File: src/fir_params.svh
//////////////////////////////////////////////////
// FIR core sizing constants
// Word widths, address widths, delay line depth
// and accumulator width shared by all FIR blocks
//////////////////////////////////////////////////

`ifndef FIR_PARAMS_SVH
`define FIR_PARAMS_SVH

// Width of one signed tap or sample word
`define FIR_DATA_W 16

// Width of the tap index and the tap count, counts run 1 to 15
`define FIR_TAP_AW 4

// Number of history entries, two to the power FIR_TAP_AW
`define FIR_TAP_DEPTH 16

// Width of the sample address and the sample count, counts run 1 to 255
`define FIR_DATA_AW 8

// Two products' worth of bits plus the tap index width
// Summing up to 2**FIR_TAP_AW products can never lose a carry
`define FIR_ACC_W 36

`endif

File: src/fir_pkg.sv
//////////////////////////////////////////////////
// FIR shared types
// Frame settings, operand tags and stream beats
//////////////////////////////////////////////////

`default_nettype none

`include "fir_params.svh"

package fir_pkg;

  // Counts latched for one frame
  typedef struct packed {
    logic [`FIR_TAP_AW-1:0]  tap_num;
    logic [`FIR_DATA_AW-1:0] data_num;
  } fir_cfg_t;

  // Control that rides along with one coefficient and sample pair
  typedef struct packed {
    logic valid;
    logic first;
    logic last;
    logic last_sample;
  } fir_tag_t;

  // One result beat on the output stream
  // The last bit marks the final sample of the frame
  typedef struct packed {
    logic signed [`FIR_ACC_W-1:0] result;
    logic                         last;
  } fir_beat_t;

endpackage

`default_nettype wire

File: src/fir_config.sv
//////////////////////////////////////////////////
// FIR configuration block
// Accepts start, latches the frame counts and
// tracks busy until the final beat has left
//////////////////////////////////////////////////

`timescale 1ns/1ns
`default_nettype none

`include "fir_params.svh"

module fir_config (
  input  wire logic                   clk,
  input  wire logic                   rst_n,
  input  wire logic                   start,
  input  wire logic [`FIR_TAP_AW-1:0] tap_num,
  input  wire logic [`FIR_DATA_AW-1:0] data_num,
  input  wire logic                   frame_end,
  output logic                        go,
  output fir_pkg::fir_cfg_t           cfg,
  output logic                        done
);

  // High from an accepted start until the frame is finished
  logic busy;
  // A start only counts while no frame is running
  logic start_ok;

  assign start_ok = start && !busy;

  //////////////////////////////////////////////////
  // Frame control
  //////////////////////////////////////////////////

  always_ff @(posedge clk or negedge rst_n) begin
    if (!rst_n) begin
      busy          <= 1'b0;
      go            <= 1'b0;
      done          <= 1'b0;
      cfg.tap_num   <= '0;
      cfg.data_num  <= '0;
    end else begin
      // The sequencer sees go one cycle after the accepted start
      go   <= start_ok;
      // Done trails the last handshake by one cycle
      done <= frame_end;
      if (start_ok) begin
        busy         <= 1'b1;
        cfg.tap_num  <= tap_num;
        cfg.data_num <= data_num;
      end else if (frame_end) begin
        // Busy drops on the same edge that raises done
        busy <= 1'b0;
      end
    end
  end

endmodule

`default_nettype wire

File: src/fir_sequencer.sv
//////////////////////////////////////////////////
// FIR frame sequencer
// Walks samples and taps, reads both RAMs, drives
// the delay line and tags each operand pair
//////////////////////////////////////////////////

`timescale 1ns/1ns
`default_nettype none

`include "fir_params.svh"

module fir_sequencer (
  input  wire logic                    clk,
  input  wire logic                    rst_n,
  input  wire logic                    go,
  input  wire fir_pkg::fir_cfg_t       cfg,
  input  wire logic                    stall,
  output logic [`FIR_TAP_AW-1:0]       tap_addr,
  output logic                         tap_en,
  output logic [`FIR_DATA_AW-1:0]      data_addr,
  output logic                         data_en,
  output logic                         clr,
  output logic                         shift,
  output logic [`FIR_TAP_AW-1:0]       rd_idx,
  output fir_pkg::fir_tag_t            tag
);

  localparam logic [1:0] ST_IDLE = 2'd0;
  localparam logic [1:0] ST_LOAD = 2'd1;
  localparam logic [1:0] ST_TAPS = 2'd2;

  logic [1:0]              state;
  // Load takes two cycles, a RAM read and then the shift
  logic                    load_phase;
  logic [`FIR_TAP_AW-1:0]  tap_cnt;
  logic [`FIR_DATA_AW-1:0] smp_cnt;
  logic                    last_tap;
  logic                    last_smp;

  assign last_tap = (tap_cnt == cfg.tap_num - 1'b1);
  assign last_smp = (smp_cnt == cfg.data_num - 1'b1);

  //////////////////////////////////////////////////
  // Memory and delay line controls
  //////////////////////////////////////////////////

  // The history is wiped on the go pulse, before the first load
  assign clr       = (state == ST_IDLE) && go;
  assign data_addr = smp_cnt;
  // Enables drop during a stall, so each RAM keeps its read data
  assign data_en   = (state == ST_LOAD) && !load_phase && !stall;
  // The sample read in the previous cycle is on data_rdata now
  assign shift     = (state == ST_LOAD) && load_phase && !stall;
  assign tap_addr  = tap_cnt;
  assign tap_en    = (state == ST_TAPS) && !stall;
  // Entry i of the history pairs with coefficient i
  assign rd_idx    = tap_cnt;

  //////////////////////////////////////////////////
  // State machine and counters
  //////////////////////////////////////////////////

  always_ff @(posedge clk or negedge rst_n) begin
    if (!rst_n) begin
      state      <= ST_IDLE;
      load_phase <= 1'b0;
      tap_cnt    <= '0;
      smp_cnt    <= '0;
    end else begin
      case (state)
        ST_IDLE: begin
          if (go) begin
            state      <= ST_LOAD;
            load_phase <= 1'b0;
            tap_cnt    <= '0;
            smp_cnt    <= '0;
          end
        end
        ST_LOAD: begin
          if (!stall) begin
            if (!load_phase) begin
              load_phase <= 1'b1;
            end else begin
              load_phase <= 1'b0;
              tap_cnt    <= '0;
              state      <= ST_TAPS;
            end
          end
        end
        ST_TAPS: begin
          if (!stall) begin
            if (last_tap) begin
              tap_cnt <= '0;
              // The last tap of the last sample ends the frame
              if (last_smp) begin
                state <= ST_IDLE;
              end else begin
                smp_cnt <= smp_cnt + 1'b1;
                state   <= ST_LOAD;
              end
            end else begin
              tap_cnt <= tap_cnt + 1'b1;
            end
          end
        end
        default: state <= ST_IDLE;
      endcase
    end
  end

  // Tag is registered so it lines up with the RAM and history read data
  always_ff @(posedge clk or negedge rst_n) begin
    if (!rst_n) begin
      tag <= '0;
    end else if (!stall) begin
      tag.valid       <= (state == ST_TAPS);
      tag.first       <= (tap_cnt == '0);
      tag.last        <= last_tap;
      tag.last_sample <= last_smp;
    end
  end

endmodule

`default_nettype wire

File: src/fir_delay_line.sv
//////////////////////////////////////////////////
// FIR sample history
// Shift register of recent samples with a one
// cycle clear and a registered indexed read
//////////////////////////////////////////////////

`timescale 1ns/1ns
`default_nettype none

`include "fir_params.svh"

module fir_delay_line (
  input  wire logic                          clk,
  input  wire logic                          rst_n,
  input  wire logic                          clr,
  input  wire logic                          shift,
  input  wire logic [`FIR_TAP_AW-1:0]        rd_idx,
  input  wire logic                          stall,
  input  wire logic signed [`FIR_DATA_W-1:0] sample,
  output logic signed [`FIR_DATA_W-1:0]      hist
);

  // Entry 0 always holds the newest sample
  logic signed [`FIR_DATA_W-1:0] mem [`FIR_TAP_DEPTH];

  // Everything older than the first sample of a frame reads as zero
  always_ff @(posedge clk or negedge rst_n) begin
    if (!rst_n) begin
      for (int i = 0; i < `FIR_TAP_DEPTH; i++) begin
        mem[i] <= '0;
      end
    end else if (clr) begin
      for (int i = 0; i < `FIR_TAP_DEPTH; i++) begin
        mem[i] <= '0;
      end
    end else if (shift) begin
      // Oldest entry falls off the far end
      for (int i = `FIR_TAP_DEPTH - 1; i > 0; i--) begin
        mem[i] <= mem[i-1];
      end
      mem[0] <= sample;
    end
  end

  // Same one cycle latency as the coefficient RAM
  // During a stall the index is frozen and the read is held as well
  always_ff @(posedge clk) begin
    if (!stall) begin
      hist <= mem[rd_idx];
    end
  end

endmodule

`default_nettype wire

File: src/fir_mac.sv
//////////////////////////////////////////////////
// FIR multiply-accumulate pipeline
// Product, accumulator and result register with
// back-pressure from the result stream
//////////////////////////////////////////////////

`timescale 1ns/1ns
`default_nettype none

`include "fir_params.svh"

module fir_mac (
  input  wire logic                          clk,
  input  wire logic                          rst_n,
  input  wire logic signed [`FIR_DATA_W-1:0] coef,
  input  wire logic signed [`FIR_DATA_W-1:0] hist,
  input  wire fir_pkg::fir_tag_t             tag,
  input  wire logic                          ready,
  output logic                               stall,
  output logic                               valid,
  output fir_pkg::fir_beat_t                 beat,
  output logic                               frame_end
);

  // Product stage
  logic signed [2*`FIR_DATA_W-1:0] prod_q;
  fir_pkg::fir_tag_t               ptag_q;
  // Product widened to the accumulator with its sign carried up
  logic signed [`FIR_ACC_W-1:0]    prod_ext;

  // Accumulator stage
  logic signed [`FIR_ACC_W-1:0]    acc_q;
  fir_pkg::fir_tag_t               atag_q;

  // Result stage
  logic                            res_load;
  logic                            hsk;

  assign prod_ext = prod_q;
  assign hsk      = valid && ready;

  //////////////////////////////////////////////////
  // Back-pressure
  //////////////////////////////////////////////////

  // A finished sum is waiting but the previous beat is still unaccepted
  // Every stage in front of the result register then holds still
  assign stall     = valid && !ready && atag_q.valid && atag_q.last;
  assign res_load  = atag_q.valid && atag_q.last && !stall;
  assign frame_end = hsk && beat.last;

  //////////////////////////////////////////////////
  // Multiply and accumulate
  //////////////////////////////////////////////////

  always_ff @(posedge clk) begin
    if (!stall) begin
      prod_q <= coef * hist;
    end
  end

  // A first tap restarts the sum, later taps add onto it
  always_ff @(posedge clk) begin
    if (!stall && ptag_q.valid) begin
      if (ptag_q.first) begin
        acc_q <= prod_ext;
      end else begin
        acc_q <= acc_q + prod_ext;
      end
    end
  end

  // Tags move in step with the data, bubbles included
  always_ff @(posedge clk or negedge rst_n) begin
    if (!rst_n) begin
      ptag_q <= '0;
      atag_q <= '0;
    end else if (!stall) begin
      ptag_q <= tag;
      atag_q <= ptag_q;
    end
  end

  //////////////////////////////////////////////////
  // Result register
  //////////////////////////////////////////////////

  // Beat only changes on a load, which cannot happen while it is held
  always_ff @(posedge clk) begin
    if (res_load) begin
      beat.result <= acc_q;
      beat.last   <= atag_q.last_sample;
    end
  end

  always_ff @(posedge clk or negedge rst_n) begin
    if (!rst_n) begin
      valid <= 1'b0;
    end else if (res_load) begin
      valid <= 1'b1;
    end else if (hsk) begin
      valid <= 1'b0;
    end
  end

endmodule

`default_nettype wire

File: src/fir_core.sv
//////////////////////////////////////////////////
// FIR filter core top level
// Reads taps and samples from two external RAMs
// and streams one filtered result per sample
//////////////////////////////////////////////////

`timescale 1ns/1ns
`default_nettype none

`include "fir_params.svh"

module fir_core (
  input  wire logic                          clk,
  input  wire logic                          rst_n,
  input  wire logic                          start,
  input  wire logic [`FIR_TAP_AW-1:0]        tap_num,
  input  wire logic [`FIR_DATA_AW-1:0]       data_num,
  input  wire logic signed [`FIR_DATA_W-1:0] tap_rdata,
  input  wire logic signed [`FIR_DATA_W-1:0] data_rdata,
  input  wire logic                          ready,
  output logic [`FIR_TAP_AW-1:0]             tap_addr,
  output logic                               tap_en,
  output logic [`FIR_DATA_AW-1:0]            data_addr,
  output logic                               data_en,
  output logic                               valid,
  output fir_pkg::fir_beat_t                 beat,
  output logic                               done
);

  logic                          go;
  fir_pkg::fir_cfg_t             cfg;
  logic                          frame_end;
  logic                          stall;
  logic                          clr;
  logic                          shift;
  logic [`FIR_TAP_AW-1:0]        rd_idx;
  fir_pkg::fir_tag_t             tag;
  logic signed [`FIR_DATA_W-1:0] hist;

  fir_config config_i (
    .clk       (clk),
    .rst_n     (rst_n),
    .start     (start),
    .tap_num   (tap_num),
    .data_num  (data_num),
    .frame_end (frame_end),
    .go        (go),
    .cfg       (cfg),
    .done      (done)
  );

  fir_sequencer sequencer_i (
    .clk       (clk),
    .rst_n     (rst_n),
    .go        (go),
    .cfg       (cfg),
    .stall     (stall),
    .tap_addr  (tap_addr),
    .tap_en    (tap_en),
    .data_addr (data_addr),
    .data_en   (data_en),
    .clr       (clr),
    .shift     (shift),
    .rd_idx    (rd_idx),
    .tag       (tag)
  );

  // Samples go straight from the data RAM into the history
  fir_delay_line delay_line_i (
    .clk    (clk),
    .rst_n  (rst_n),
    .clr    (clr),
    .shift  (shift),
    .rd_idx (rd_idx),
    .stall  (stall),
    .sample (data_rdata),
    .hist   (hist)
  );

  fir_mac mac_i (
    .clk       (clk),
    .rst_n     (rst_n),
    .coef      (tap_rdata),
    .hist      (hist),
    .tag       (tag),
    .ready     (ready),
    .stall     (stall),
    .valid     (valid),
    .beat      (beat),
    .frame_end (frame_end)
  );

endmodule

`default_nettype wire

File: config.mk
export PLATFORM = sky130hd
export DESIGN_NAME = fir_core
export DESIGN_NICKNAME = d
export VERILOG_FILES = /design/src/fir_pkg.sv /design/src/fir_config.sv /design/src/fir_sequencer.sv /design/src/fir_delay_line.sv /design/src/fir_mac.sv /design/src/fir_core.sv
export VERILOG_INCLUDE_DIRS = /design/src
export SDC_FILE = /design/constraint.sdc
export NUM_CORES = 1
export LEC_CHECK = 0
export ABC_AREA = 1
export BUFFER_PORTS_ARGS = -buffer_cell sky130_fd_sc_hd__buf_2
export CAP_MARGIN = 20
export CORE_ASPECT_RATIO = 1.2
export CORE_MARGIN = 8
export CORE_UTILIZATION = 38
export DETAILED_ROUTE_END_ITERATION = 16
export PLACE_DENSITY = 0.58
export RECOVER_POWER = 25
export SLEW_MARGIN = 10
export SYNTH_ARGS = -nofsm -noshare
export SYNTH_HDL_FRONTEND = slang
export SYNTH_SLANG_ARGS = --single-unit
File: constraint.sdc
create_clock -name clk -period 16.2 [get_ports clk]
set_clock_uncertainty 0.05 [all_clocks]
set_input_delay 1.62 -clock clk [delete_from_list [all_inputs] [get_ports clk]]
set_output_delay 1.62 -clock clk [all_outputs]
set_load 0.05 [all_outputs]
==> summary.md <==
| Metric | Value |
|---|---|
| Status | `finished, violations left` |
| Failing checks | `capacitance limit, slew limit` |
| Number of flops mapped to enable cells by yosys | `between 100 and 150` |
| Min Tclk post-route | `7570 ps` |
| Req. time, crit path | `about 15000 ps` |
| Family with the most delay on the worst path | `buffers and inverters` |
| Post-Syn Instances | `~3800` |
| Total track usage | `approximately 18%` |
| Worst reg2reg path startpoint | `delay_line_i.hist[5]$_DFFE_PN_` |
| Placed standard-cell area | `around 32000 µm²` |
| Sequential cell area | `11100 µm²` |
| Leading cell types in the layout, fill and taps excluded | `inv_1, nand2_1, nand3_1, dfrtp_1, fa_1` |
| Worst EP arrival | `5900 ps` |
| Final setup violation count | `0` |
| Final Max Slew Viols | `between 200 and 300` |
| DRT Pass-1 Iters | `7` |
| FP Rows | `around 120` |
| Worst-margin pin slew | `around 6400 ps` |
| Area contributors post-synth | `dfrtp_1, fa_1, edfxtp_1, inv_1, nand2_1` |
| Hold WS | `386 ps` |
| Commonest non-fill, non-tap cell in the layout | `inv_1` |
| Largest net degree at the start of global routing | `~180` |
| CTS tree | `yes` |
| Total negative slack | `0 ps` |
| H-Tree Depth | `2` |
| Global-route wire length before repair | `around 140000 µm` |
| Vias | `~24000` |
| Via density | `around 5.1` |
| Top_reg_cell synth | `dfrtp_1` |
| Highest Clock Rate | `around 130 MHz` |
| Slew HR | `-329%` |
| Die X | `278 µm` |
| Routed wire length | `about 84000 µm` |
| Vias in the first global route | `between 20000 and 25000` |
| Routed len/inst | `approximately 17 µm` |
| Share of post-route cells with drive strength above 1 | `6.20%` |
| Initial DRC count | `~1700` |
| Ys async rst share | `a little under three quarters` |
| Worst min-delay path class | `flip-flop to flip-flop` |
| Flops & latches, synth | `roughly 420` |
| Ant. Diodes | `0` |
| Clk_lat worst skew | `between 500 and 600 ps` |
| Leading area contributor after synthesis | `dfrtp_1` |
| Boundary Pins | `~100` |
| # DRC | `0` |
| Die Y | `between 300 and 400 µm` |
| Fin. Hold Viols | `0` |
| Mean Syn Cell Area | `8.32 µm²` |
| Post-Syn Area | `about 31000 µm²` |
| Clock sinks | `~420` |
| Share of the cycle needed by the critical path after routing | `46.7%` |
| RSZ-0062 raised after global routing | `no` |
| Maximum clock path buffer count | `3` |
| CP Launch Type | `primary input` |
| Post-CTS setup buffer count | `0` |
| Seq/Total Area, Yosys | `a little over a third` |
| Worst setup path startpoint | `ready` |
| Filler instances | `around 8400` |
| Yosys Warn Count | `0` |
| Die area | `approximately 92000 µm²` |
| Hold_buf cts | `0` |
| CTS Buf Count | `48` |
| CP max stage cell | `clkbuf_1` |
| Initial antenna violation count | `3` |
| CP max stage delay | `2400 ps` |
| Core area | `between 80000 and 90000 µm²` |
| GP Congestion | `a little over 0.9` |
| Cell area after layout | `between 30000 and 40000 µm²` |
| Yosys top cell area share | `a little under a quarter` |
| Root Buffer | `clkbuf_16` |
| CTS clk-pin slew, worst paths | `around 60 ps` |
| Mapped Nets | `4191` |
| Post-route antenna net violation count | `0` |
| Worst-path fanout max | `63` |
| HPWL Detailed | `59600 µm` |
| Multi-input gate area | `between 15000 and 20000 µm²` |
| Cell variety after synth | `between 40 and 50` |
| Critical path class | `primary input to output pin` |
| CTS resizes | `0` |
| Input/output buffers | `100` |
| Post-layout util | `a little over 40%` |
| Worst path bufs/invs | `4` |
| Critical Path End Type | `output pin` |
| Total gr overflow | `0` |
| Max_cap viols | `4` |
| Initial Util | `around two fifths` |
| Crit path cell chain | `clkbuf_1 -> nor2_1 -> nand3_2 -> clkbuf_1 -> inv_2 -> nor2_1 -> buf_2` |
| Hold path startpoint | `mac_i.atag_q[0]$_DFFE_PN0N_` |
| Post-layout net count | `4169` |
| Area added between synthesis and finish | `8.60%` |
[per-layer routing]
metal | wire (µm) | track usage (%) | part of all wire [%]
met5 | 13 | 0 | 0.015
met4 | 2660 | 5.70 | 3.2
met3 | 3250 | 2.20 | 3.9
met2 | 42800 | 33.1 | 51
met1 | 35400 | 22.6 | 42
[path summary, 6_finish.rpt]
kind	to	slack, ps	cells after the start
max	data_en	8630	7
min reg2reg	mac_i.beat[0]$_DFFE_PP_	390	0
min	mac_i.beat[0]$_DFFE_PP_	390	0
max reg2reg	mac_i.prod_q[28]$_DFFE_PN_	9900	18
max in group asynchronous	delay_line_i.mem[42]$_DFFE_PN0P_	9130	1
min in group asynchronous	delay_line_i.mem[108]$_DFFE_PN0P_	3370	1
[metrics by stage]
step,worst slack [ps],instances
global route,7710,4827
CTS,9610,4825
floorplan,9460,3758
global placement,9000,4737
detailed placement,8960,4737
finish,8630,4827
[final cells by class]
cell class                 instances  area share [%]
clock buffer                      73            4.02
clock inverter                    15           0.428
inverter                         769            8.52
multi-input combinational       2373            48.4
sequential                       419            32.7
tap                             1053            3.88
timing repair buffer             125            2.08
[flip-flops by register name, summed over array words and instances (netlist names)]
signal and cells:
config_i.busy 1, config_i.cfg 12, config_i.done 1, config_i.go 1
delay_line_i.hist 16, delay_line_i.mem 256, mac_i.acc_q 36, mac_i.atag_q 3
mac_i.beat 37, mac_i.prod_q 32, mac_i.ptag_q 4, mac_i.valid 1
sequencer_i.data_addr 8, sequencer_i.load_phase 1, sequencer_i.rd_idx 4, sequencer_i.state 2
sequencer_i.tag 4
[logic make-up (layout without fill, tap and decap cells)]
logic type	Yosys count	after routing	share of synthesized area, %
AOI/OAI and AO/OA	695	695	12.1
xor gates and xnor gates	61	61	1.71
adders and majority gates	385	385	21.7
DFF	419	419	35.5
buffers and inverters	966	982	12.1
and+or+nand+nor	1232	1232	16.8
[synthesized netlist by cell type, types with 71 or more instances]
cell type / count
fa_1: 263
inv_1: 748
nor2_1: 130
dfrtp_1: 298
nand2_1: 714
o21ai_0: 147
clkbuf_1: 102
buf_2: 71
nand3_1: 308
o22ai_1: 72
o21ai_1: 174
a21oi_1: 227
edfxtp_1: 121
ha_1: 122
Power is left out: the tool's default activity adds up to more than one toggle a clock period on the data nets, which glitch-free logic cannot reach.
